`src/request_unit.sv`:
```
// memory request unit
`timescale 1ns/1ps

module request_unit (
  input  logic CLK,
  input  logic rst,
  input  logic ihit,
  input  logic dhit,
  input  logic dren,
  input  logic dwen,
  input  logic halt,
  output logic dmem_ren,
  output logic dmem_wen,
  output logic imem_ren,
  output logic halt_out
);

  always_ff @(posedge CLK) begin
    if (rst) begin
      dmem_ren <= 1'b0;
      dmem_wen <= 1'b0;
      halt_out <= 1'b0;
    end else begin
      // data request ends on its hit
      if (dhit) begin
        dmem_ren <= 1'b0;
        dmem_wen <= 1'b0;
      // decoder intent only counts on a fetched instruction
      end else if (ihit) begin
        dmem_ren <= dren;
        dmem_wen <= dwen;
      end
      // sticky until reset
      if (ihit && halt) begin
        halt_out <= 1'b1;
      end
    end
  end

  // fetch runs until halt
  assign imem_ren = ~halt_out;

endmodule

```
`config.mk`:
```
export PLATFORM = sky130hd
export DESIGN_NAME = request_unit
export DESIGN_NICKNAME = d
export VERILOG_FILES = /design/src/request_unit.sv
export SDC_FILE = /design/constraint.sdc
export NUM_CORES = 1
export LEC_CHECK = 0
export BUFFER_PORTS_ARGS = -buffer_cell sky130_fd_sc_hd__buf_2
export CAP_MARGIN = 20
export CORE_AREA = 2 2 39 41
export DETAILED_ROUTE_END_ITERATION = 16
export DIE_AREA = 0 0 41 43
export GPL_TIMING_DRIVEN = 0
export PLACE_DENSITY_LB_ADDON = 0.05
export SLEW_MARGIN = 20
export SYNTH_ARGS = -nofsm -noshare
export SYNTH_HDL_FRONTEND = slang
export SYNTH_SLANG_ARGS = --single-unit
```
`constraint.sdc`:
```
create_clock -name CLK -period 0.8 [get_ports CLK]
set_clock_uncertainty 0.15 [all_clocks]
set_input_delay 0 -clock CLK [delete_from_list [all_inputs] [get_ports CLK]]
set_output_delay 0 -clock CLK [all_outputs]
set_load 0.02 [all_outputs]
```
==> impl_metrics.csv <==
group,metric,value,unit
critical_path,cp.arrival,720,ps
yosys,synth_seq_cells,3,
finish,multi_input_comb_area,48.8,um^2
outcome,status,"finished, violations left",
yosys,ys_warn_count,0,
finish,fill_cells,162,
yosys,ys_seq_area_frac,0.585,
clocking,hold_buffers,1,
floorplan,die-area,0.00176,mm^2
sta,rsz0062_at_grt,"yes",
critical_path,path_class,"register to output port",
placed_design,dpl_cell_area,175,um^2
hold_path,min_path_type,"input port to register",
sta,worst_slack,-69.1,ps
clocking,clock-sinks,3,
detailed_routing,wl_per_cell,8.33,um
hold_path,holdPathStages,2,
sta,slew_headroom,0.887,
clocking,cts_tree,"built",
critical_path,path_max_fanout,3,
clocking,clk_pin_slew_worst_paths,40,ps
detailed_routing,num_vias,124,
critical_path,reg2regPathDepth,2,
yosys,synth.avg_cell_area,10.3,um^2
sta,hold_violations,3,
critical_path,cp-start-kind,"register",
yosys,syn_inst,10,
clocking,clk_latency,230,ps
critical_path,regToRegSetupSlack,10,ps
critical_path,worst-path-buf-inv,2,
finish,final_util,0.169,
critical_path,critPathTopFamily,"flip-flops",
detailed_routing,drc,0,
clocking,cts_buffer_depth,2,
finish,diodes,0,
sta,period_share,1.09,
power_and_ir_drop,powerDensity,2140,mW/mm^2
yosys,synth_top_area_frac,0.585,
detailed_routing,ant_nets,0,
floorplan,core-area,0.00138,mm^2
clocking,cts_made_buffers,3,
detailed_routing,dr.pass1.iters,1,
job,cap_violations,0,
critical_path,critical_path_required,650,ps
critical_path,reg2reg_to,"dmem_ren$_SDFFE_PP0P_",
placed_design,gp_congestion,0.543,
power_and_ir_drop,total_leakage_power,0.000108,uW
finish,layout_common_cells,"buf_2, clkbuf_4, dfxtp_2, buf_6",
critical_path,slowest_stage,"dfxtp_2",
floorplan,die_w,41,um
yosys,synth_nets,17,
yosys,synth_area_leaders,"dfxtp_1, mux2i_1, nor3_1, a21oi_1, inv_1",
sta,setup_tns,-165,ps
finish,fin_area,234,um^2
sta,holdWs,-191,ps
finish,fin_nets,32,
sta,setup_viol,4,
grt,grt_usage,0.0521,
sta,finalCriticalPeriod,869,ps
grt,grt_pass1_wl,483,um
finish,final_layout_size_suffix_gt1_frac,0.792,
critical_path,cp_slowest_stage_delay,330,ps
floorplan,initial_core_util,0.0741,
floorplan,rows,14,
finish,ff_latch_area,63.8,um^2
detailed_routing,routed_via_density,3.10,
yosys,ys_types,6,
critical_path,end_kind,"output port",
yosys,synth_area,103,um^2
power_and_ir_drop,fin_total_pwr,501,uW
sta,final-max-slew-violation-count,0,
yosys,synth_top_cell_by_area,"dfxtp_1",
hold_path,min_from,"dhit",
floorplan,pin_count,11,
grt,antenna_found_initial,0,
sta,fmax,1.15,GHz
placed_design,port_buffers,10,
detailed_routing,totalWireLength,333,um
clocking,cts_setup_buffers,0,
sta,tightest_slew,165,ps
critical_path,path_cells,"inv_2, buf_6",
clocking,htree_levels,1,
power_and_ir_drop,ir_drop,0.482,mV
grt,grt.overflow.total,0,
clocking,root_buffer,"clkbuf_4",
critical_path,reg2reg_from,"dmem_ren$_SDFFE_PP0P_",
finish,syn2layout_area_growth,128,%
grt,grt_max_degree,4,
floorplan,die_h,43,um
finish,layout_commonest_cell,"buf_2",
hold_path,hold_path_end,"dmem_ren$_SDFFE_PP0P_",
outcome,violations,"hold timing, setup timing",
grt,grt_pass1_vias,119,
detailed_routing,drtIter0Drc,0,
## cell families (layout without fill, tap and decap cells)
| logic type | Yosys count | in the layout | synth area share |
|---|---|---|---|
| mux | 2 | 2 | 0.195 |
| flops | 3 | 3 | 0.585 |
| simple gates | 3 | 3 | 0.134 |
| compound gates | 1 | 1 | 0.0487 |
| buf+inv | 1 | 15 | 0.0366 |
## synth_stat cells
cell,instances
dfxtp_1,3
nor2_1,1
a21oi_1,1
inv_1,1
mux2i_1,2
nor3_1,2
## power breakdown
part	total, uW	switching [uW]	internal, uW	leakage, uW
Clock	269	81.7	187	0.0000150
Sequential	164	5.09	159	0.0000258
Combinational	68.5	33.4	35.1	0.0000676
## per-layer routing
layer,up-vias,wire length (um),global-route usage
li1,61,-,-
met1,57,113,0.0415
met2,6,181,0.0563
met3,0,38,0.0471
met4,0,0,0.0800
met5,-,0,0
## worst max path at each step
stage,from,to,depth (start not counted)
detailed placement,dmem_wen$_SDFFE_PP0P_,dmem_wen$_SDFFE_PP0P_,2
floorplan,halt_out$_SDFFE_PP0P_,halt_out$_SDFFE_PP0P_,2
global route,halt_out$_SDFFE_PP0P_,imem_ren,2
CTS,halt_out$_SDFFE_PP0P_,imem_ren,2
global placement,dmem_ren$_SDFFE_PP0P_,dmem_ren$_SDFFE_PP0P_,2
finish,halt_out$_SDFFE_PP0P_,imem_ren,2
## stage by stage
stage,cells,setup slack [ps]
floorplan,10,7.19
global placement,36,42.6
CTS,41,-80.1
global route,40,-104
finish,40,-69.1
detailed placement,36,49.9
## layout make-up
class	instances	share of cell area
repair buffers	10	0.305
multi-input cells	6	0.209
flip-flops and latches	3	0.273
well taps	16	0.0856
inverters	1	0.0160
clock buffers	4	0.112
## sequential cells by signal, summed over array words and instances, names as in the netlist
name,cells
dmem_wen,1
dmem_ren,1
halt_out,1
## repair_timing
item | in CTS | in global routing
gates resized for setup | 9 | 2
pin swaps | 0 | 0
endpoints found under the setup margin | 4 | 6
hold endpoints to repair | 3 | 3
(Power assumes the default switching activity.)
