$ cat config.mk
export PLATFORM = sky130hd
export DESIGN_NAME = alu
export DESIGN_NICKNAME = d
export VERILOG_FILES = /design/src/cpu_types_pkg.sv /design/src/alu.sv
export SDC_FILE = /design/constraint.sdc
export NUM_CORES = 1
export LEC_CHECK = 0
export BUFFER_PORTS_ARGS = -buffer_cell sky130_fd_sc_hd__buf_2
export CAP_MARGIN = 20
export CORE_UTILIZATION = 50
export DETAILED_ROUTE_END_ITERATION = 6
export PLACE_DENSITY = 0.7
export SLEW_MARGIN = 10
export SYNTH_ARGS = -nofsm -noshare
export SYNTH_HDL_FRONTEND = slang
export SYNTH_SLANG_ARGS = --single-unit
$ cat constraint.sdc
create_clock -name vclk -period 6.5
set_input_delay 0.975 -clock vclk [all_inputs]
set_output_delay 0.975 -clock vclk [all_outputs]
set_load 0.05 [all_outputs]
$ cat src/cpu_types_pkg.sv
// mips core shared types
package cpu_types_pkg;

  // basic widths
  typedef logic [31:0] word_t;
  typedef logic [4:0]  regbits_t;

  // halt is the all-ones instruction word
  localparam word_t HALT_WORD = 32'hffff_ffff;

  // primary opcodes kept
  typedef enum logic [5:0] {
    RTYPE = 6'h00,
    J     = 6'h02,
    JAL   = 6'h03,
    BEQ   = 6'h04,
    BNE   = 6'h05,
    ADDI  = 6'h08,
    ADDIU = 6'h09,
    SLTI  = 6'h0a,
    ANDI  = 6'h0c,
    ORI   = 6'h0d,
    XORI  = 6'h0e,
    LUI   = 6'h0f,
    LW    = 6'h23,
    SW    = 6'h2b
  } opcode_t;

  // r-type function codes
  typedef enum logic [5:0] {
    SLL  = 6'h00,
    SRL  = 6'h02,
    JR   = 6'h08,
    ADD  = 6'h20,
    ADDU = 6'h21,
    SUB  = 6'h22,
    SUBU = 6'h23,
    AND  = 6'h24,
    OR   = 6'h25,
    XOR  = 6'h26,
    NOR  = 6'h27,
    SLT  = 6'h2a,
    SLTU = 6'h2b
  } funct_t;

  // alu operations
  typedef enum logic [3:0] {
    ALU_SLL, ALU_SRL, ALU_ADD, ALU_SUB, ALU_AND,
    ALU_OR, ALU_XOR, ALU_NOR, ALU_SLT, ALU_SLTU
  } aluop_t;

  // next pc source
  typedef enum logic [1:0] {PC_SEQ, PC_BRANCH, PC_JUMP, PC_JR} pc_src_t;

  // alu port b source
  typedef enum logic {SEL_REG_DATA, SEL_IMM16} alu_src_t;

  // write register select, r31 only for jal
  typedef enum logic [1:0] {SEL_RD, SEL_RT, SEL_R31} reg_dst_t;

  // write data source
  typedef enum logic [1:0] {SEL_RESULT, SEL_NPC, SEL_DLOAD, SEL_LUI} wdat_src_t;

  // everything the decoder hands to the datapath
  typedef struct packed {
    regbits_t    rs;
    regbits_t    rt;
    regbits_t    rd;
    logic [4:0]  shamt;
    logic [15:0] imm16;
    logic [25:0] jmp_target;
    aluop_t      alu_op;
    alu_src_t    alu_src;
    reg_dst_t    reg_dst;
    wdat_src_t   wdat_src;
    pc_src_t     pc_src;
    logic        extend;
    logic        reg_wr;
    logic        dren;
    logic        dwen;
    logic        halt;
  } ctrl_t;

  // core to memory
  typedef struct packed {
    logic  imem_ren;
    word_t imem_addr;
    logic  dmem_ren;
    logic  dmem_wen;
    word_t dmem_addr;
    word_t dmem_store;
    logic  halt;
  } dp_req_t;

  // memory to core
  typedef struct packed {
    logic  ihit;
    word_t imem_load;
    logic  dhit;
    word_t dmem_load;
  } mem_rsp_t;

endpackage

$ cat src/alu.sv
// arithmetic logic unit
`timescale 1ns/1ps

module alu (
  input  cpu_types_pkg::aluop_t alu_op,
  input  cpu_types_pkg::word_t  port_a,
  input  cpu_types_pkg::word_t  port_b,
  input  logic [4:0]            shamt,
  output cpu_types_pkg::word_t  result,
  output logic                  zero
);

  always_comb begin
    // unknown op gives zero
    result = '0;
    case (alu_op)
      // shifts act on port b, like the isa's rt operand
      cpu_types_pkg::ALU_SLL: result = port_b << shamt;
      cpu_types_pkg::ALU_SRL: result = port_b >> shamt;
      // no overflow detection, add and sub wrap
      cpu_types_pkg::ALU_ADD: result = port_a + port_b;
      cpu_types_pkg::ALU_SUB: result = port_a - port_b;
      // bitwise group
      cpu_types_pkg::ALU_AND: result = port_a & port_b;
      cpu_types_pkg::ALU_OR:  result = port_a | port_b;
      cpu_types_pkg::ALU_XOR: result = port_a ^ port_b;
      cpu_types_pkg::ALU_NOR: result = ~(port_a | port_b);
      // set less than, signed then unsigned
      cpu_types_pkg::ALU_SLT: begin
        result = {31'b0, $signed(port_a) < $signed(port_b)};
      end
      cpu_types_pkg::ALU_SLTU: begin
        result = {31'b0, port_a < port_b};
      end
      default: result = '0;
    endcase
  end

  // branch compare uses sub, so equal operands give zero
  assign zero = (result == '0);

endmodule

==> out/qor.yml, run 1 <==
drv_slew: 0
layout.area.seq_um2: 0
dieWidth_um: 142
cap_violations: 0
fmax_mhz: 159
grt_pass1_vias: 11000
fin_crit_sh_pct: 96.8
cpPeakStageDelay_ps: 920
area_delta_synth_final_pct: 7.12
grt_pass1_wl_um: 67200
critPathKind: "in -> out"
wl_per_cell_um: 26.8
rsz0062_at_grt: "no"
fin_crit_ps: 6290
syn_area_um2: 9790
violations: "design-rule violations"
std_cell_rows: 50
drive_gt1_share_pct: 15.9
dpl_worst_slack_ps: 359
hold_buffers: 0
nClkBuffers: 0
synthDistinctLibCells: 93
syn_nets: 1572
chipHeight_um: 142
critPathMostFrequentCell: "nor2_1"
cp.required_ps: 5520
hold_viol: 0
netlist_top_cells_area: "ha_1 (13%), mux4_2 (9.4%), mux2i_1 (8.4%)"
setup_ws_ps: 211
post_cts_buffers: 0
setup_viol: 0
crit_chain: "buf_2 -> inv_1 -> ha_1 -> nor2_1 -> o311ai_1 -> a21boi_1 -> nor2_1 -> o221ai_1 -> a211o_1 -> nor4_1 -> nand4b_1 -> nor4_1 -> buf_4 -> nand4b_1 -> nor2_1 -> buf_2"
yosys.area.top_type: "ha_1"
final_common_cell: "nand2_1"
via_per_inst: 7.09
routed_wl_um: 45300
maxSlewHeadroom_pct: 22.7
grt_max_degree: 61
grt_antenna_before_repair: 0
dieArea_um2: 20100
globalplace.congestion: 1.07
coreArea_um2: 19000
layout.nets: 1608
critPathLaunch: "port_b[1]"
layout_common_cells: "nand2_1 (137), nor2_1 (120), buf_2 (104), a21oi_1 (101), ha_1 (101)"
route.vias.total: 12000
drc: 3
crit_slowest_cell: "o311ai_1"
io_pins: 106
grt_overflow_total: 0
min_path_type: "in -> out"
ys_seq_area_share_pct: 0
syn_avg_cell_area_um2: 7.01
yosysWarnings: 0
status: "finished with violations"
antenna_left: 0
n_sequential_cell: 0
initial_core_util_pct: 51.7
synth_top_area_share_pct: 12.9
crit_fanout: 10
setup_tns_ps: 0
hpwl_um: 36300
crit_arrival_ps: 5310
grtUsageTotal_pct: 43.9
crit_end: "zero"
ctsResizeCount: 0
port_buffers: 106
start_kind: "input port"
tightest_slew_ps: 1140
drt_iter0_markers: 1427
syn_inst: 1396
first_pass_iters: 7
cp-end-kind: "output pin"
[cell usage after synthesis (7+ instances only)]
cell	n
buf_1	8
and2_1	9
a211oi_1	28
o21bai_1	11
buf_2	37
nor3_1	27
o2111ai_1	8
nor2b_1	22
a2111oi_0	7
mux4_2	41
o21ai_0	79
a21oi_1	101
nor2_1	120
xnor2_1	35
inv_1	90
mux2i_1	82
nand4_1	11
o211ai_1	26
a211o_1	11
nand3_1	25
o32ai_1	7
nor4_1	12
nand2b_1	17
o31ai_1	14
a221oi_1	9
a32oi_1	7
o21a_1	13
o221ai_1	9
ha_1	101
a22oi_1	14
clkbuf_1	63
a21o_1	12
nand2_1	137
o22ai_1	23
o21ai_1	7
and3_1	13
mux2_2	12
a31oi_1	11
[metal layers]
layer	up-vias	track usage [%]	part of all wire [%]
met2	838	69.5	43
met1	5678	55.6	39
met5	-	0	0
met4	0	23.8	6.3
li1	5298	-	-
met3	173	9.59	11
[worst max-delay path: cells and delay by family]
| kind | cells | cell delay [ps] |
|---|---|---|
| AO/OA/AOI/OAI | 4 | 1740 |
| adder cells (fa/ha/maj) | 1 | 330 |
| buffers and inverters | 4 | 810 |
| AND/OR/NAND/NOR | 7 | 1450 |
[final cells by class]
cell class / instances / area [um^2]
multi-input cells: 1182 / 8890
fillers: 1934 / 8470
repair buffers: 152 / 906
inverters: 96 / 360
well taps: 260 / 325
diodes: 1 / 2.50
[how the worst min path moves through the flow]
stage	from	end	slack, ps	cells after the start
floorplan	port_b[30]	result[13]	2550	5
global placement	shamt[4]	result[1]	2730	4
detailed placement	port_a[31]	result[0]	2700	5
CTS	port_a[31]	result[0]	2700	5
global route	shamt[4]	result[1]	2750	4
finish	port_a[31]	result[0]	2730	5
[kinds of logic after synthesis]
kind of cell	count (synthesis)	share of synthesized area (%)
XOR/XNOR	40	3.58
AO/OA/AOI/OAI	466	32.9
buffers and inverters	214	9.21
AND/OR/NAND/NOR	435	21.5
multiplexers	138	19.5
adder cells (fa/ha/maj)	103	13.3
[stage by stage]
| step | cells | hold slack, ps | cell area [um^2] | util (%) |
|---|---|---|---|---|
| 2_1_floorplan | 1396 | 2550 | 9790 | - |
| 3_3_place_gp | 1689 | 2730 | 10500 | 55.3 |
| 3_5_place_dp | 1689 | 2700 | 10500 | 55.3 |
| 4_1_cts | 1689 | 2700 | 10500 | 55.3 |
| 5_1_grt | 1690 | 2750 | 10500 | 55.3 |
| 6_report | 1691 | 2730 | 10500 | 55.3 |
==> run 2, diff against run 1 <==
Settings changed: CORE_UTILIZATION 50 to 45, PLACE_DENSITY 0.7 to default.
Clock period 6.5 ns to 8.2 ns, I/O delays scaled along.
==> run 2 against run 1 <==
The run now ends clean. Die area up 11%. Wire length up 6.8%. First-iteration DRC count unchanged. Sequential share of layout area unchanged. Utilization down 6.4 points. Critical path type unchanged. Highest routed layer unchanged.
==> out/qor.yml, run 2 (synthesis results as in run 1) <==
status: "completed"  # was finished with violations
cpLargestDelayFamily: "compound AO/OA/AOI/OAI gates"  # unchanged
cp-end-kind: "output pin"  # unchanged
n_sequential_cell: 0  # unchanged
netSwitchingFraction_pct: 67.9
coreArea_um2: 21200  # was 19000 um^2
fin_crit_sh_pct: 90.0
tightest_slew_ps: 913  # was 1140 ps
grt_pass1_vias: 11000  # about the same
layout_common_cells: "nand2_1 (137), nor2_1 (120), buf_2 (104), a21oi_1 (101), ha_1 (101)"  # unchanged
grt_pass1_wl_um: 70900  # was 67200 um
hpwl_um: 38500  # was 36300 um
fin_crit_ps: 7380
cap_violations: 0  # unchanged
path_buf_inv: 3  # was 4
setup_ws_ps: 822  # was 211 ps
setup_tns_ps: 0  # unchanged
via_per_inst: 7.07  # was 7.09
grt_antenna_before_repair: 1  # was 0
crit_slowest_cell: "buf_4"  # was o311ai_1
cp.required_ps: 6970  # was 5520 ps
drive_gt1_share_pct: 14.9  # was 15.9%
crit_chain: "buf_4 -> buf_4 -> mux2_1 -> a22oi_1 -> a21oi_1 -> a222oi_1 -> o221a_2 -> o211ai_1 -> nor4_2 -> nand4b_1 -> nor4_1 -> nand4b_1 -> nor2_1 -> buf_2"  # was buf_2 -> inv_1 -> ha_1 -> nor2_1 -> o311ai_1 -> a21boi_1 -> nor2_1 -> o221ai_1 -> a211o_1 -> nor4_1 -> nand4b_1 -> nor4_1 -> buf_4 -> nand4b_1 -> nor2_1 -> buf_2
fin_area_um2: 10300  # was 10500 um^2
p_int_mw: 0.271
start_kind: "input port"  # unchanged
power_mw: 0.845
ctsResizeCount: 0  # unchanged
dpl_cell_area_um2: 10300  # was 10500 um^2
final_common_cell: "nand2_1"  # unchanged
layout.area.seq_um2: 0  # unchanged
grt_overflow_total: 0  # unchanged
globalplace.congestion: 1.09  # was 1.07
leakage_nw: 4.49
port_buffers: 106  # unchanged
crit_arrival_ps: 6150  # was 5310 ps
fmax_mhz: 136
power.switching_mw: 0.574
cpPeakStageDelay_ps: 670  # was 920 ps
rsz0062_at_grt: "no"  # unchanged
p_per_area_nw_per_um2: 81.7
drv_slew: 0  # unchanged
hp-start: "port_a[31]"  # unchanged
setup_viol: 0  # unchanged
dieArea_um2: 22400  # was 20100 um^2
nClkBuffers: 0  # unchanged
nFillCells: 2225  # was 1934
power_frac_seq_pct: 0
critPathKind: "in -> out"  # unchanged
ir_drop_mv: 0.0622
initial_core_util_pct: 46.3  # was 51.7%
hold_viol: 0  # unchanged
dieWidth_um: 150  # was 142 um
maxSlewHeadroom_pct: 37.5  # was 22.7%
post_cts_buffers: 0  # unchanged
p_clk_share_pct: 0
p_comb_share_pct: 100.0
drc: 0  # was 3
antenna_left: 0  # unchanged
grt_max_degree: 52  # was 61
first_pass_iters: 6  # was 7
io_pins: 106  # unchanged
dpl_worst_slack_ps: 1040  # was 359 ps
std_cell_rows: 53  # was 50
routed_wl_um: 48300  # was 45300 um
hold_buffers: 0  # unchanged
hold_path_depth: 5  # unchanged
multiInputGateArea_um2: 8890  # unchanged
chipHeight_um: 150  # was 142 um
crit_fanout: 51  # was 10
drt_iter0_markers: 1427  # unchanged
wl_per_cell_um: 28.6  # was 26.8 um
route.vias.total: 11900  # was 12000
worstHoldEndpoint: "result[0]"  # unchanged
layout.nets: 1590  # was 1608
area_delta_synth_final_pct: 5.67  # was 7.12%
min_path_type: "in -> out"  # unchanged
grtUsageTotal_pct: 42.3  # was 43.9%
[run 2: cell count changes in the layout (fill, tap and decap cells not counted)]
cell / previous run / this run
buf_4: 46 / 30
buf_12: 2 / 0
[run 2: cell type report]
class / count / area share, %
well taps: 275 / 3.33
repair buffers: 134 / 7.21
inverters: 96 / 3.48
multi-input cells: 1182 / 86.0
diodes: 1 / 0.0242
[run 2: layer usage]
layer	routed length, um	track usage, %	share of wire, %	vias to the layer above
li1	-	-	-	5266
met1	19500	55.6	40	5701
met2	21400	66.4	44	812
met3	4800	7.20	9.9	158
met4	2660	20.9	5.5	0
met5	0	0	0	-
[run 2: how the worst max path moves through the flow]
stage	from	to	slack (ps)	depth (start not counted)
finish	shamt[1]	zero	820	14
global route	shamt[1]	zero	700	14
CTS	shamt[1]	zero	1020	14
detailed placement	shamt[1]	zero	1040	14
global placement	shamt[1]	zero	1110	13
floorplan	port_b[20]	zero	1660	14
[run 2: power groups by stage]
| stage | Combinational (mW) | Clock, mW | Sequential (mW) |
|---|---|---|---|
| after floorplan | 0.564 | 0 | 0 |
| after global placement | 0.816 | 0 | 0 |
| after detailed placement | 0.815 | 0 | 0 |
| after CTS | 0.818 | 0 | 0 |
| after global routing | 0.888 | 0 | 0 |
| final | 0.845 | 0.0000000163 | 0 |
[run 2: per-stage QoR]
step / hold slack (ps) / utilization (%) / instances
5_1_grt: 3270 / 48.9 / 1687
6_report: 3240 / 48.9 / 1688
2_1_floorplan: 3060 / - / 1396
3_3_place_gp: 3240 / 48.9 / 1687
4_1_cts: 3230 / 48.9 / 1687
3_5_place_dp: 3220 / 48.9 / 1687
(Power assumes the default switching activity.)
