**config.mk**
```make
export PLATFORM = sky130hd
export DESIGN_NAME = control_unit
export DESIGN_NICKNAME = d
export VERILOG_FILES = /design/src/cpu_types_pkg.sv /design/src/control_unit.sv
export SDC_FILE = /design/constraint.sdc
export NUM_CORES = 1
export LEC_CHECK = 0
export ABC_CLOCK_PERIOD_IN_PS = 1100
export BUFFER_PORTS_ARGS = -buffer_cell sky130_fd_sc_hd__clkbuf_2
export CORE_UTILIZATION = 32
export DETAILED_ROUTE_END_ITERATION = 8
export PLACE_DENSITY = 0.81
export SETUP_SLACK_MARGIN = 0.4
export SLEW_MARGIN = 0
export SYNTH_ARGS = -nofsm -noshare
export SYNTH_HDL_FRONTEND = slang
export SYNTH_SLANG_ARGS = --single-unit
```
**constraint.sdc**
```tcl
create_clock -name vclk -period 1.1
set_clock_uncertainty 0.05 [all_clocks]
set_input_delay 0.22 -clock vclk [all_inputs]
set_output_delay 0.22 -clock vclk [all_outputs]
set_load 0.05 [all_outputs]
```
**src/cpu_types_pkg.sv**
```systemverilog
// mips core shared types
package cpu_types_pkg;

  // basic widths
  typedef logic [31:0] word_t;
  typedef logic [4:0]  regbits_t;

  // halt is the all-ones instruction word
  localparam word_t HALT_WORD = 32'hffff_ffff;

  // primary opcodes kept
  typedef enum logic [5:0] {
    RTYPE = 6'h00,
    J     = 6'h02,
    JAL   = 6'h03,
    BEQ   = 6'h04,
    BNE   = 6'h05,
    ADDI  = 6'h08,
    ADDIU = 6'h09,
    SLTI  = 6'h0a,
    ANDI  = 6'h0c,
    ORI   = 6'h0d,
    XORI  = 6'h0e,
    LUI   = 6'h0f,
    LW    = 6'h23,
    SW    = 6'h2b
  } opcode_t;

  // r-type function codes
  typedef enum logic [5:0] {
    SLL  = 6'h00,
    SRL  = 6'h02,
    JR   = 6'h08,
    ADD  = 6'h20,
    ADDU = 6'h21,
    SUB  = 6'h22,
    SUBU = 6'h23,
    AND  = 6'h24,
    OR   = 6'h25,
    XOR  = 6'h26,
    NOR  = 6'h27,
    SLT  = 6'h2a,
    SLTU = 6'h2b
  } funct_t;

  // alu operations
  typedef enum logic [3:0] {
    ALU_SLL, ALU_SRL, ALU_ADD, ALU_SUB, ALU_AND,
    ALU_OR, ALU_XOR, ALU_NOR, ALU_SLT, ALU_SLTU
  } aluop_t;

  // next pc source
  typedef enum logic [1:0] {PC_SEQ, PC_BRANCH, PC_JUMP, PC_JR} pc_src_t;

  // alu port b source
  typedef enum logic {SEL_REG_DATA, SEL_IMM16} alu_src_t;

  // write register select, r31 only for jal
  typedef enum logic [1:0] {SEL_RD, SEL_RT, SEL_R31} reg_dst_t;

  // write data source
  typedef enum logic [1:0] {SEL_RESULT, SEL_NPC, SEL_DLOAD, SEL_LUI} wdat_src_t;

  // everything the decoder hands to the datapath
  typedef struct packed {
    regbits_t    rs;
    regbits_t    rt;
    regbits_t    rd;
    logic [4:0]  shamt;
    logic [15:0] imm16;
    logic [25:0] jmp_target;
    aluop_t      alu_op;
    alu_src_t    alu_src;
    reg_dst_t    reg_dst;
    wdat_src_t   wdat_src;
    pc_src_t     pc_src;
    logic        extend;
    logic        reg_wr;
    logic        dren;
    logic        dwen;
    logic        halt;
  } ctrl_t;

  // core to memory
  typedef struct packed {
    logic  imem_ren;
    word_t imem_addr;
    logic  dmem_ren;
    logic  dmem_wen;
    word_t dmem_addr;
    word_t dmem_store;
    logic  halt;
  } dp_req_t;

  // memory to core
  typedef struct packed {
    logic  ihit;
    word_t imem_load;
    logic  dhit;
    word_t dmem_load;
  } mem_rsp_t;

endpackage

```
**src/control_unit.sv**
```systemverilog
// instruction decoder
`timescale 1ns/1ps

module control_unit (
  input  cpu_types_pkg::word_t instr,
  input  logic                 zero,
  output cpu_types_pkg::ctrl_t ctrl
);

  cpu_types_pkg::opcode_t opcode;
  cpu_types_pkg::funct_t  funct;

  assign opcode = cpu_types_pkg::opcode_t'(instr[31:26]);
  assign funct  = cpu_types_pkg::funct_t'(instr[5:0]);

  always_comb begin
    // raw instruction fields
    ctrl.rs         = instr[25:21];
    ctrl.rt         = instr[20:16];
    ctrl.rd         = instr[15:11];
    ctrl.shamt      = instr[10:6];
    ctrl.imm16      = instr[15:0];
    ctrl.jmp_target = instr[25:0];
    // defaults, a nop that just falls through
    ctrl.alu_op   = cpu_types_pkg::ALU_ADD;
    ctrl.alu_src  = cpu_types_pkg::SEL_REG_DATA;
    ctrl.reg_dst  = cpu_types_pkg::SEL_RD;
    ctrl.wdat_src = cpu_types_pkg::SEL_RESULT;
    ctrl.pc_src   = cpu_types_pkg::PC_SEQ;
    ctrl.extend   = 1'b0;
    ctrl.reg_wr   = 1'b0;
    ctrl.dren     = 1'b0;
    ctrl.dwen     = 1'b0;
    ctrl.halt     = 1'b0;

    if (instr == cpu_types_pkg::HALT_WORD) begin
      ctrl.halt = 1'b1;
    end else begin
      case (opcode)
        cpu_types_pkg::RTYPE: begin
          ctrl.reg_wr = 1'b1;
          case (funct)
            cpu_types_pkg::SLL:  ctrl.alu_op = cpu_types_pkg::ALU_SLL;
            cpu_types_pkg::SRL:  ctrl.alu_op = cpu_types_pkg::ALU_SRL;
            // signed forms decode as unsigned, no traps
            cpu_types_pkg::ADD,
            cpu_types_pkg::ADDU: ctrl.alu_op = cpu_types_pkg::ALU_ADD;
            cpu_types_pkg::SUB,
            cpu_types_pkg::SUBU: ctrl.alu_op = cpu_types_pkg::ALU_SUB;
            cpu_types_pkg::AND:  ctrl.alu_op = cpu_types_pkg::ALU_AND;
            cpu_types_pkg::OR:   ctrl.alu_op = cpu_types_pkg::ALU_OR;
            cpu_types_pkg::XOR:  ctrl.alu_op = cpu_types_pkg::ALU_XOR;
            cpu_types_pkg::NOR:  ctrl.alu_op = cpu_types_pkg::ALU_NOR;
            cpu_types_pkg::SLT:  ctrl.alu_op = cpu_types_pkg::ALU_SLT;
            cpu_types_pkg::SLTU: ctrl.alu_op = cpu_types_pkg::ALU_SLTU;
            cpu_types_pkg::JR: begin
              ctrl.reg_wr = 1'b0;
              ctrl.pc_src = cpu_types_pkg::PC_JR;
            end
            default: ctrl.reg_wr = 1'b0;
          endcase
        end
        // immediate arithmetic, sign extended
        cpu_types_pkg::ADDI,
        cpu_types_pkg::ADDIU,
        cpu_types_pkg::SLTI: begin
          ctrl.alu_op  = (opcode == cpu_types_pkg::SLTI) ? cpu_types_pkg::ALU_SLT
                                                         : cpu_types_pkg::ALU_ADD;
          ctrl.alu_src = cpu_types_pkg::SEL_IMM16;
          ctrl.extend  = 1'b1;
          ctrl.reg_dst = cpu_types_pkg::SEL_RT;
          ctrl.reg_wr  = 1'b1;
        end
        // logical immediates zero extend
        cpu_types_pkg::ANDI,
        cpu_types_pkg::ORI,
        cpu_types_pkg::XORI: begin
          if (opcode == cpu_types_pkg::ANDI) begin
            ctrl.alu_op = cpu_types_pkg::ALU_AND;
          end else if (opcode == cpu_types_pkg::ORI) begin
            ctrl.alu_op = cpu_types_pkg::ALU_OR;
          end else begin
            ctrl.alu_op = cpu_types_pkg::ALU_XOR;
          end
          ctrl.alu_src = cpu_types_pkg::SEL_IMM16;
          ctrl.reg_dst = cpu_types_pkg::SEL_RT;
          ctrl.reg_wr  = 1'b1;
        end
        cpu_types_pkg::LUI: begin
          ctrl.wdat_src = cpu_types_pkg::SEL_LUI;
          ctrl.reg_dst  = cpu_types_pkg::SEL_RT;
          ctrl.reg_wr   = 1'b1;
        end
        // address is rs plus signed offset
        cpu_types_pkg::LW,
        cpu_types_pkg::SW: begin
          ctrl.alu_src = cpu_types_pkg::SEL_IMM16;
          ctrl.extend  = 1'b1;
          ctrl.reg_dst = cpu_types_pkg::SEL_RT;
          if (opcode == cpu_types_pkg::LW) begin
            ctrl.wdat_src = cpu_types_pkg::SEL_DLOAD;
            ctrl.reg_wr   = 1'b1;
            ctrl.dren     = 1'b1;
          end else begin
            ctrl.dwen = 1'b1;
          end
        end
        // compare by subtraction, extender feeds the offset
        cpu_types_pkg::BEQ,
        cpu_types_pkg::BNE: begin
          ctrl.alu_op = cpu_types_pkg::ALU_SUB;
          ctrl.extend = 1'b1;
          if (zero == (opcode == cpu_types_pkg::BEQ)) begin
            ctrl.pc_src = cpu_types_pkg::PC_BRANCH;
          end
        end
        cpu_types_pkg::J: ctrl.pc_src = cpu_types_pkg::PC_JUMP;
        // link goes to r31
        cpu_types_pkg::JAL: begin
          ctrl.pc_src   = cpu_types_pkg::PC_JUMP;
          ctrl.reg_dst  = cpu_types_pkg::SEL_R31;
          ctrl.wdat_src = cpu_types_pkg::SEL_NPC;
          ctrl.reg_wr   = 1'b1;
        end
        default: ctrl.reg_wr = 1'b0;
      endcase
    end
  end

endmodule

```
==> metrics, run 1 <==
Post-DP Area 1690 um2; Yosys top cell area share between 50% and 60%; Initial Util between 30% and 40%; HPWL Detailed between 2000 and 3000 um; synth top area cells buf_4, nand4_1, a21oi_1; warnings from Yosys 0; DIE WIDTH 56.0 um; PortBufs approximately 110; cts hold-fix bufs 0; Routability Congestion just over 0.9; Rows 19; Yosys top cell by area buf_4; Mapped Nets about 170; Failed at clock tree synthesis (4_1_cts); IO Count 111; status stopped before the end; area of the mapped netlist slightly above 900 um2; Mapped Cells about 140; top-count cell post-synth buf_4; Synth cell types 29; dpl cells about 260; # Post-CTS Setup Buffers 5; Stop Error [ERROR DPL-0038] Utilization greater than 100%, impossible to legalize; Synth top cells by count buf_4, nor2_1, nand4_1; Avg Inst Size Synth around 6.6 um2; Die Ht between 50 and 60 um; register area share after synthesis 0%; cts repair resizes just under 300; Place WS -0.575 ns
## kinds of logic after synthesis
kind of cell,Yosys count,synth area share [%]
compound gates,20,14.2
xor+xnor,1,0.940
buf+inv,70,54.4
simple gates,50,30.5
## per-stage QoR
| step | utilization [%] | hold slack (ns) |
|---|---|---|
| 2_1_floorplan | - | 0.494 |
| 3_3_place_gp | 61.2 | 0.713 |
| 3_5_place_dp | 61.2 | 0.715 |
==> inputs of run 2 (changes only) <==
--- a/config.mk
+++ b/config.mk
@@ -5,12 +5,11 @@
 export SDC_FILE = /design/constraint.sdc
 export NUM_CORES = 1
 export LEC_CHECK = 0
-export ABC_CLOCK_PERIOD_IN_PS = 1100
+export ABC_CLOCK_PERIOD_IN_PS = 1450
 export BUFFER_PORTS_ARGS = -buffer_cell sky130_fd_sc_hd__clkbuf_2
-export CORE_UTILIZATION = 32
+export CORE_UTILIZATION = 20
 export DETAILED_ROUTE_END_ITERATION = 8
-export PLACE_DENSITY = 0.81
-export SETUP_SLACK_MARGIN = 0.4
+export PLACE_DENSITY_LB_ADDON = 0.15
 export SLEW_MARGIN = 0
 export SYNTH_ARGS = -nofsm -noshare
 export SYNTH_HDL_FRONTEND = slang
==> constraint.sdc (replaced) <==
create_clock -name vclk -period 1.45
set_clock_uncertainty 0.05 [all_clocks]
set_input_delay 0.29 -clock vclk [all_inputs]
set_output_delay 0.29 -clock vclk [all_outputs]
set_load 0.05 [all_outputs]
==> run 2 against run 1 <==
Compared with the run above: the flow now finishes, with violations (setup timing); area after synthesis stayed put; synthesized cell count did not move.
==> metrics, run 2 <==
status finished, violations left; failing checks setup timing; Logic pwr share 100.0%; Vias approximately 1300; most common cell after layout, fill and taps aside clkbuf_2; Max-slew headroom around three quarters; power share of the sequential group 0%; Mapped Nets 174 (unchanged); layout cell share with drive strength beyond 1 about nine tenths; vias per cell roughly 4.4; startpoint types input pin; residual DRC count 0; Crit. End Element output pin; clock buffers 0; Max Freq slightly below 600 MHz; nets between 200 and 300; pins over their slew limit 0; final count of hold timing violations 0; seq_cells 0; Setup CP Type in2out; Critical Path RT around 1.1 ns; crit path setup slack, layout -0.259 ns; register area share after synthesis 0% (unchanged); Die Ht 70.3 um (+26%); multiplexer share of the synthesized area 0% (unchanged); gr ovfl total 0; Rows 24 (+5); Tot GR Track Use between 10% and 20%; Leakage 1.08 nW; final antenna-violating net count 0; first-pass GRT wire length roughly 5100 um; die area 4940 um2; First-pass DRT Iterations 4; cts hold-fix bufs 0 (unchanged); Slew @ Worst Pin 0.359 ns; Yosys top cell area share 51.5% (unchanged); most frequent cells in the layout clkbuf_2, buf_4, buf_6, buf_12; DIE WIDTH 70.3 um (+26%); Initial DRC Count 10; core area between 4000 and 5000 um2; top-count cell post-synth buf_4; post-synthesis adder-cell area fraction 0% (unchanged); Wirelength per Cell about 12 um; total power 920 uW; Power Internal about 330 uW; Synth top cells by count buf_4, nor2_1, nand4_1; Net Sw Power just under 600 uW; DRT Wirelength ~3400 um; initial antenna violation count 0; Layout area overhead 145%; Routability Congestion 0.715 (-22%); post-synthesis xor/xnor area fraction 0.940% (unchanged); Pwr per Cell Area between 400 and 500 nW/um2; min Tclk post-route 1.71 ns; Initial Util 21.1% (-13 points); synth top area cells buf_4, nand4_1, a21oi_1; power share of the clock group 0%; crit path DAT about 1.4 ns; post-layout util roughly half; Avg Inst Size Synth 6.61 um2 (unchanged); count of final setup violators 15; RSZ-0062 raised after global routing yes; MaxCap Viol Count 0; Hold Slack 0.852 ns; Yosys top cell by area buf_4; Tcrit/Tclk final 118%; largest family of logic cells by synthesized area buffers and inverters; sw frac approximately 65%; worst hold path type in2out; crit path to ctrl[0]; HPWL Detailed 2640 um (+1.1%); area of the mapped netlist 932 um2 (unchanged); IO Count 111 (unchanged); Crit Path Max Fanout 4; warnings from Yosys 0 (unchanged); PortBufs 111 (unchanged); Compound-Gate Fraction of Synth Area 14.2% (unchanged); largest net degree at the start of global routing 12; worst setup path start instr[8]; diode count 0; Mapped Cells 141 (unchanged); vias in the first global route 1122; Synth cell types 29 (unchanged); VDD IR-drop max between 0.15 and 0.2 mV; register area 0 um2; post-synthesis simple-gate area fraction 30.5% (unchanged)
run 2: cell counts after synthesis:
Identical to the previous run, type by type.
run 2: worst min path at each step:
stage / from / end / slack, ns / cells after the start
final: instr[21] / ctrl[73] / 0.85 / 2
after detailed placement: instr[21] / ctrl[73] / 0.85 / 2
after global placement: instr[21] / ctrl[73] / 0.85 / 2
after global routing: instr[21] / ctrl[37] / 0.86 / 2
after CTS: instr[21] / ctrl[73] / 0.85 / 2
after floorplan: instr[2] / ctrl[15] / 0.63 / 1
run 2: per-stage QoR:
stage	setup WS (ns)	TNS [ns]	area, um2	cells
6_report	-0.259	-1.69	2280	289
4_1_cts	-0.331	-1.66	2160	284
3_3_place_gp	-0.425	-4.07	1730	280
2_1_floorplan	-0.232	-1.97	1130	141
3_5_place_dp	-0.433	-4.00	1730	280
5_1_grt	-0.376	-2.40	2280	289
run 2: area by class of cell:
type               count  area, um2
fillers              388       2130
repair buffers       163       1400
multi-input cells     71        810
well taps             52       65.1
inverters              3       11.3
run 2: metal layers:
layer	up-vias	GRT usage [%]	wire length (um)
met5	-	0	0
met4	0	0.889	21
met3	2	1.15	241
met2	71	23.8	1810
met1	573	14.8	1320
li1	620	-	-
run 2: worst max-delay path, cell delays in order:
cell	delay [ns]
clkbuf_8	0.10
nand4_1	0.10
nor4_2	0.30
buf_4	0.16
nand2_2	0.05
nor4_4	0.20
buf_12	0.18
run 2: cells by family (layout without fill, tap and decap cells):
logic type / Yosys count / in the layout
compound gates: 20 / 20
xor+xnor: 1 / 1
simple gates: 50 / 50
buf+inv: 70 / 166
run 2: repair_timing:
item,CTS,global route
setup buffers,5,5
pin swaps,25,11
endpoints found under the setup margin,16,16
gates resized for setup,79,26
run 2: power groups by stage:
stage | Combinational [mW] | Sequential [mW] | Clock (mW)
2_1_floorplan | 0.623 | 0 | 0
3_3_place_gp | 0.776 | 0 | 0
3_5_place_dp | 0.774 | 0 | 0
4_1_cts | 0.887 | 0 | 0
5_1_grt | 0.958 | 0 | 0
6_report | 0.920 | 0 | 0
Note: power is estimated with default switching activity, not from simulation.
