--- config.mk ---
export PLATFORM = sky130hd
export DESIGN_NAME = pc
export DESIGN_NICKNAME = d
export VERILOG_FILES = /design/src/cpu_types_pkg.sv /design/src/pc.sv
export SDC_FILE = /design/constraint.sdc
export NUM_CORES = 1
export LEC_CHECK = 0
export BUFFER_PORTS_ARGS = -buffer_cell sky130_fd_sc_hd__clkbuf_2
export CORE_MARGIN = 3
export CORE_UTILIZATION = 50
export CTS_BUF_LIST = sky130_fd_sc_hd__clkbuf_8
export DETAILED_ROUTE_END_ITERATION = 7
export PLACE_DENSITY_LB_ADDON = 0.25
export SLEW_MARGIN = 10
export SYNTH_ARGS = -nofsm -noshare
export SYNTH_HDL_FRONTEND = slang
export SYNTH_SLANG_ARGS = --single-unit
--- constraint.sdc ---
create_clock -name CLK -period 4.91 [get_ports CLK]
set_input_delay 0.7365 -clock CLK [delete_from_list [all_inputs] [get_ports CLK]]
set_output_delay 0.7365 -clock CLK [all_outputs]
set_load 0.02 [all_outputs]
--- src/cpu_types_pkg.sv ---
// mips core shared types
package cpu_types_pkg;

  // basic widths
  typedef logic [31:0] word_t;
  typedef logic [4:0]  regbits_t;

  // halt is the all-ones instruction word
  localparam word_t HALT_WORD = 32'hffff_ffff;

  // primary opcodes kept
  typedef enum logic [5:0] {
    RTYPE = 6'h00,
    J     = 6'h02,
    JAL   = 6'h03,
    BEQ   = 6'h04,
    BNE   = 6'h05,
    ADDI  = 6'h08,
    ADDIU = 6'h09,
    SLTI  = 6'h0a,
    ANDI  = 6'h0c,
    ORI   = 6'h0d,
    XORI  = 6'h0e,
    LUI   = 6'h0f,
    LW    = 6'h23,
    SW    = 6'h2b
  } opcode_t;

  // r-type function codes
  typedef enum logic [5:0] {
    SLL  = 6'h00,
    SRL  = 6'h02,
    JR   = 6'h08,
    ADD  = 6'h20,
    ADDU = 6'h21,
    SUB  = 6'h22,
    SUBU = 6'h23,
    AND  = 6'h24,
    OR   = 6'h25,
    XOR  = 6'h26,
    NOR  = 6'h27,
    SLT  = 6'h2a,
    SLTU = 6'h2b
  } funct_t;

  // alu operations
  typedef enum logic [3:0] {
    ALU_SLL, ALU_SRL, ALU_ADD, ALU_SUB, ALU_AND,
    ALU_OR, ALU_XOR, ALU_NOR, ALU_SLT, ALU_SLTU
  } aluop_t;

  // next pc source
  typedef enum logic [1:0] {PC_SEQ, PC_BRANCH, PC_JUMP, PC_JR} pc_src_t;

  // alu port b source
  typedef enum logic {SEL_REG_DATA, SEL_IMM16} alu_src_t;

  // write register select, r31 only for jal
  typedef enum logic [1:0] {SEL_RD, SEL_RT, SEL_R31} reg_dst_t;

  // write data source
  typedef enum logic [1:0] {SEL_RESULT, SEL_NPC, SEL_DLOAD, SEL_LUI} wdat_src_t;

  // everything the decoder hands to the datapath
  typedef struct packed {
    regbits_t    rs;
    regbits_t    rt;
    regbits_t    rd;
    logic [4:0]  shamt;
    logic [15:0] imm16;
    logic [25:0] jmp_target;
    aluop_t      alu_op;
    alu_src_t    alu_src;
    reg_dst_t    reg_dst;
    wdat_src_t   wdat_src;
    pc_src_t     pc_src;
    logic        extend;
    logic        reg_wr;
    logic        dren;
    logic        dwen;
    logic        halt;
  } ctrl_t;

  // core to memory
  typedef struct packed {
    logic  imem_ren;
    word_t imem_addr;
    logic  dmem_ren;
    logic  dmem_wen;
    word_t dmem_addr;
    word_t dmem_store;
    logic  halt;
  } dp_req_t;

  // memory to core
  typedef struct packed {
    logic  ihit;
    word_t imem_load;
    logic  dhit;
    word_t dmem_load;
  } mem_rsp_t;

endpackage

--- src/pc.sv ---
// program counter
`timescale 1ns/1ps

module pc #(
  parameter cpu_types_pkg::word_t pc_init = 32'h0
) (
  input  logic                   CLK,
  input  logic                   rst,
  input  logic                   ihit,
  input  cpu_types_pkg::pc_src_t pc_src,
  input  cpu_types_pkg::word_t   br_offset,
  input  logic [25:0]            jmp_target,
  input  cpu_types_pkg::word_t   jr_addr,
  output cpu_types_pkg::word_t   pc_addr
);

  cpu_types_pkg::word_t npc;
  cpu_types_pkg::word_t next_pc;

  assign npc = pc_addr + 32'd4;

  always_comb begin
    case (pc_src)
      // offset counts words, relative to the delay-free npc
      cpu_types_pkg::PC_BRANCH: next_pc = npc + (br_offset << 2);
      // keep the region bits of npc
      cpu_types_pkg::PC_JUMP:   next_pc = {npc[31:28], jmp_target, 2'b00};
      cpu_types_pkg::PC_JR:     next_pc = jr_addr;
      default:                  next_pc = npc;
    endcase
  end

  // advance only when the current instruction completes
  always_ff @(posedge CLK) begin
    if (rst) begin
      pc_addr <= pc_init;
    end else if (ihit) begin
      pc_addr <= next_pc;
    end
  end

endmodule

==> metrics.csv, run 1 <==
metric,value,unit
synth_area,4060,µm²
final_common_cell,clkbuf_2,
crit_fanout,11,
io_pins,127,
period_share,89.9,%
drc,0,
die_area,9230,µm²
routed_wirelength,12500,µm
powerDensity,227,nW/µm²
async_flop_share,0,%
nNetsFinal,753,
clkPwrFrac,24.2,%
p_int,0.000657,W
post_drt_wl_per_cell,17.3,µm
antenna_found_initial,0,
tightest_slew,0.968,ns
synth_edf_count,0,
worstPathArrival,4.65,ns
cts-resized-gates,0,
finalClockSkew,0.00619,ns
antenna_left,0,
ir_drop,0.122,mV
grt_setup_unrepaired,false,
top_regs,pc_addr: 32 flops,
cp-end-kind,flop,
min_path_type,flop to flop,
post_drt_via_cell_ratio,6.22,
leakage,2.26,nW
comb_power_share,46.3,%
grt_pass1_wl,19100,µm
rows,32,
dp_hpwl,9530,µm
clock-sinks,32,
drive_gt1_share,25.5,%
fp.dieH,96.1,µm
clk_pin_slew,0.07,ns
mostFrequentLayoutCells,"clkbuf_2 (124), nand2_1 (51), a21oi_1 (42)",
r2r_setup_slack,0.49,ns
core,7810,µm²
postCtsSetupRepairBufs,0,
timing.fmax,226,MHz
critical_path_class,flop to flop,
grt_use_total,26.3,%
dr.pass1.iters,5,
ys_ff_latch,32,
whs_endpoint,pc_addr[1]$_SDFFE_PP0P_,
globalRoute.totalOverflow,0,
p_seq_share,29.5,%
reg2reg_depth,14,
hold_ws,0.453,ns
die_w,96.1,µm
synth_top_flop_cell,dfxtp_1,
timing_hold_violations_final,0,
syn_inst,516,
synth_cell_types,68,
gp_congestion,0.957,
htree_levels,2,
largest_reg_flops,32,
vias,4516,
io_buffers,124,
tns,0,ns
r2r_start,pc_addr[2]$_SDFFE_PP0P_,
startpoint_type,flop,
grt_max_degree,46,
required,5.14,ns
drv_slew,0,
cap_viol_max_count,0,
min_path_cells,2,
cts-root-buf,clkbuf_8,
power.switching,0.000435,W
synth_warnings,0,
status,"finished, final reports clean",
start_util,52.0,%
cts_buffers,5,
avgSynthCellArea,7.86,µm²
drtIter0Drc,345,
regMostFlops,pc_addr,
swShare,39.9,%
yosysSeqAreaShare,15.8,%
r2r-end,pc_addr[31]$_SDFFE_PP0P_,
fin_crit,4.42,ns
synthesis.nets,646,
slew_headroom,35.5,%
grt_pass1_vias,4029,
cts_tree,built,
hold_buffers,0,
finalSetupViolations,0,
areaGrowthSynthToFinish,18.8,%
min_from,pc_addr[1]$_SDFFE_PP0P_,
cts_buffer_depth,2,
diodes,0,
worstSkewPairLatency,0.30,ns
## cell type report
class	count	area [µm²]
Clock buffer	5	68.8
Inverter	15	56.3
Multi-Input combinational cell	442	3240
Sequential cell	32	641
Tap cell	102	128
Timing Repair Buffer	127	643
Fill cell	728	2990
Clock inverter	3	38.8
## worst max path at each step
stage | startpoint | slack, ns | cells after the start | end
floorplan | pc_addr[2]$_SDFFE_PP0P_ | 0.96 | 16 | pc_addr[29]$_SDFFE_PP0P_
global placement | pc_addr[4]$_SDFFE_PP0P_ | 0.68 | 13 | pc_addr[31]$_SDFFE_PP0P_
detailed placement | pc_addr[4]$_SDFFE_PP0P_ | 0.60 | 13 | pc_addr[31]$_SDFFE_PP0P_
CTS | pc_addr[2]$_SDFFE_PP0P_ | 0.57 | 14 | pc_addr[31]$_SDFFE_PP0P_
global route | pc_addr[4]$_SDFFE_PP0P_ | 0.25 | 13 | pc_addr[31]$_SDFFE_PP0P_
finish | pc_addr[2]$_SDFFE_PP0P_ | 0.49 | 14 | pc_addr[31]$_SDFFE_PP0P_
## synth_stat cells (4+ instances only)
cell type | n | area (µm²)
clkbuf_1 | 16 | 60.1
inv_1 | 15 | 56.3
nor2_1 | 34 | 128
and3_1 | 6 | 37.5
xor2_1 | 14 | 123
dfxtp_1 | 32 | 641
ha_1 | 34 | 425
a22o_1 | 4 | 35.0
o211ai_1 | 5 | 37.5
a21oi_1 | 42 | 210
a31oi_1 | 5 | 31.3
nand2_1 | 51 | 191
o221ai_1 | 6 | 52.6
o21ai_0 | 23 | 115
a211oi_1 | 9 | 67.6
nand4_1 | 9 | 56.3
mux2i_1 | 22 | 220
a21o_1 | 12 | 90.1
mux4_2 | 11 | 248
nand3_1 | 18 | 90.1
and2_1 | 5 | 31.3
nor3_1 | 13 | 65.1
xnor2_1 | 32 | 280
nand2b_1 | 9 | 56.3
buf_1 | 5 | 18.8
nor2b_1 | 6 | 37.5
buf_2 | 4 | 20.0
## worst max-delay path: stages, from the launching register on
cell	delay (ns)
dfxtp_1	0.43
ha_1	0.31
nand4_1	0.21
nor3_2	0.23
and2_1	0.42
nand3_1	0.21
xnor2_1	0.18
ha_1	0.49
nand2_1	0.16
or4_1	0.55
a21oi_2	0.25
o21ai_0	0.23
o21ai_1	0.20
mux2_2	0.35
a21oi_1	0.13
## cells by family after synthesis
kind of cell             synth area share [%]
AND/OR/NAND/NOR                          20.9
AO/OA/AOI/OAI                            25.8
XOR/XNOR                                 9.93
buffers and inverters                    4.23
multiplexers                             12.4
adder cells (fa/ha/maj)                  11.0
flip-flops                               15.8
## metrics by stage
| step | setup slack [ns] | utilization, % | instances | total power [W] | area [µm²] |
|---|---|---|---|---|---|
| 2_1_floorplan | 0.963 | - | 516 | 0.000685 | 4060 |
| 4_1_cts | 0.569 | 61.7 | 726 | 0.00109 | 4820 |
| 3_5_place_dp | 0.605 | 60.4 | 718 | 0.000822 | 4710 |
| 3_3_place_gp | 0.679 | 60.4 | 718 | 0.000808 | 4710 |
| 5_1_grt | 0.245 | 61.7 | 726 | 0.00116 | 4820 |
| 6_report | 0.494 | 61.7 | 726 | 0.00109 | 4820 |
## metal layers
| metal | share of wire, % | track usage [%] |
|---|---|---|
| met1 | 42 | 35.1 |
| met2 | 46 | 42.8 |
| met3 | 8.8 | 3.91 |
| met4 | 2.9 | 9.48 |
| met5 | 0 | 0 |
## power by group through the flow
| stage | clock network (W) | logic [W] | registers [W] |
|---|---|---|---|
| global placement | 0 | 0.000483 | 0.000325 |
| detailed placement | 0 | 0.000495 | 0.000327 |
| floorplan | 0 | 0.000340 | 0.000345 |
| global route | 0.000280 | 0.000553 | 0.000326 |
| CTS | 0.000268 | 0.000498 | 0.000321 |
| finish | 0.000265 | 0.000505 | 0.000322 |
No activity file was read; power rests on OpenSTA's default activity.
==> inputs of run 2 (changes only) <==
CTS_CLUSTER_DIAMETER = 60   (was not set)
RECOVER_POWER = 25   (was not set)
==> run 2 against run 1 <==
Via count hardly changed. Clock skew rose by 0.0028 ns. Clock power about the same. Register-to-register slack is essentially flat. Sequential power barely moved. Flip-flop and latch count unchanged. Total power is 0.28% lower. Critical path depth did not move. Sequential share of layout area rose by 0.055 points. Utilization is 0.26 points lower. Routed wire length increased by 0.19%. Clock-buffer cell count unchanged.
==> metrics.csv, run 2 (same netlist as run 1, synthesis figures left out) <==
metric,value,unit
hold_buffers,0,
cp-end-kind,flop,
diodes,0,
fillCellCount,735,
drc,0,
post_drt_via_cell_ratio,6.22,
r2r_start,pc_addr[2]$_SDFFE_PP0P_,
period_share,90.1,%
clock-sinks,32,
start_util,52.0,%
grt_setup_unrepaired,false,
layout_setup_ws,0.487,ns
dp_hpwl,9530,µm
slowest_stage,or4_1,
leakage,2.21,nW
startpoint_type,flop,
finalSetupViolations,0,
gp_congestion,0.957,
powerDensity,227,nW/µm²
slew_headroom,34.0,%
antenna_left,0,
drive_gt1_share,22.9,%
tns,0,ns
crit_fanout,11,
worstSkewPairLatency,0.29,ns
postCtsSetupRepairBufs,0,
htree_levels,2,
globalRoute.totalOverflow,0,
whs_endpoint,pc_addr[1]$_SDFFE_PP0P_,
critPathTopFamily,simple AND/OR/NAND/NOR gates,
min_from,pc_addr[1]$_SDFFE_PP0P_,
regMostFlops,pc_addr,
timing_hold_violations_final,0,
worstPathArrival,4.65,ns
dr.pass1.iters,6,
cts-resized-gates,0,
cts-root-buf,clkbuf_8,
min_path_cells,2,
design_power_total,0.00109,W
post_drt_wl_per_cell,17.3,µm
vias,4517,
status,"finished, final reports clean",
clk_pin_slew,0.07,ns
die_w,96.1,µm
cts_tree,built,
required,5.14,ns
io_buffers,124,
rows,32,
cp_common_cell,ha_1,
fin_crit,4.42,ns
largest_reg_flops,32,
multi_input_area,3240,µm²
routed_wirelength,12600,µm
core,7810,µm²
min_path_type,flop to flop,
antenna_found_initial,0,
finalClockSkew,0.00901,ns
cts_buffers,5,
timing.fmax,226,MHz
io_pins,127,
fp.dieH,96.1,µm
path_cells,ha_1 > nand4_1 > nor3_2 > and2_1 > nand3_1 > xnor2_1 > ha_1 > nand2_1 > or4_1 > a21oi_2 > o21ai_0 > o21ai_1 > mux2_2 > a21oi_1,
mostFrequentLayoutCells,"clkbuf_2 (108), nand2_1 (51), a21oi_1 (42)",
r2r-end,pc_addr[31]$_SDFFE_PP0P_,
reg2reg_depth,14,
max_stage_delay,0.55,ns
critical_path_class,flop to flop,
place_ws,0.605,ns
tightest_slew,0.989,ns
cap_viol_max_count,0,
drtIter0Drc,293,
ir_drop,0.122,mV
die_area,9230,µm²
grt_use_total,26.3,%
top_regs,pc_addr: 32 flops,
grt_max_degree,46,
grt_pass1_vias,4029,
regArea,641,µm²
final_common_cell,clkbuf_2,
grt_pass1_wl,19100,µm
timing.critical_path.buf_inv,0,
areaGrowthSynthToFinish,18.3,%
r2r_setup_slack,0.49,ns
drv_slew,0,
cts_buffer_depth,2,
nNetsFinal,753,
## run 2: changes by cell type in the layout (fill, tap and decap cells not counted)
cell,before,now
clkbuf_1,0,16
clkbuf_2,124,108
## run 2: worst max-delay path by stage
| stage | slack, ns | startpoint | endpoint | cells past startpoint |
|---|---|---|---|---|
| 4_1_cts | 0.57 | pc_addr[2]$_SDFFE_PP0P_ | pc_addr[31]$_SDFFE_PP0P_ | 14 |
| 6_report | 0.49 | pc_addr[2]$_SDFFE_PP0P_ | pc_addr[31]$_SDFFE_PP0P_ | 14 |
| 3_5_place_dp | 0.60 | pc_addr[4]$_SDFFE_PP0P_ | pc_addr[31]$_SDFFE_PP0P_ | 13 |
| 2_1_floorplan | 0.96 | pc_addr[2]$_SDFFE_PP0P_ | pc_addr[29]$_SDFFE_PP0P_ | 16 |
| 5_1_grt | 0.25 | pc_addr[4]$_SDFFE_PP0P_ | pc_addr[31]$_SDFFE_PP0P_ | 13 |
| 3_3_place_gp | 0.68 | pc_addr[4]$_SDFFE_PP0P_ | pc_addr[31]$_SDFFE_PP0P_ | 13 |
## run 2: area by class of cell
class,count,area share [%]
repair buffers,127,13.0
clock inverters,3,0.808
flip-flops and latches,32,13.3
clock buffers,5,1.43
inverters,15,1.17
well taps,102,2.66
multi-input cells,442,67.6
## run 2: stage by stage
step	utilization, %	hold slack (ns)	instance area, µm²	std cells
floorplan	-	0.530	4060	516
global placement	60.4	0.448	4710	718
detailed placement	60.4	0.449	4710	718
CTS	61.7	0.460	4820	726
global route	61.5	0.481	4800	726
finish	61.5	0.454	4800	726
## run 2: layer usage
layer	track usage, %	vias to the layer above	part of all wire (%)
met5	0	-	0
met4	9.48	0	2.6
met3	3.91	34	8.0
met2	42.8	224	46
met1	35.1	2103	43
li1	-	2156	-
## run 2: worst register-to-register path, delay by kind of cell, from the launching register on
kind / cells / cell delay (ns)
multiplexers: 1 / 0.35
AO/OA/AOI/OAI: 4 / 0.82
XOR/XNOR: 1 / 0.18
flip-flops: 1 / 0.43
AND/OR/NAND/NOR: 6 / 1.78
adder cells (fa/ha/maj): 2 / 0.81
## run 2: where the power goes
| part | internal [W] | leakage [nW] | switching [W] |
|---|---|---|---|
| clock | 0.000149 | 0.0593 | 0.000115 |
| sequential | 0.000283 | 0.264 | 0.0000386 |
| combinational | 0.000222 | 1.88 | 0.000281 |
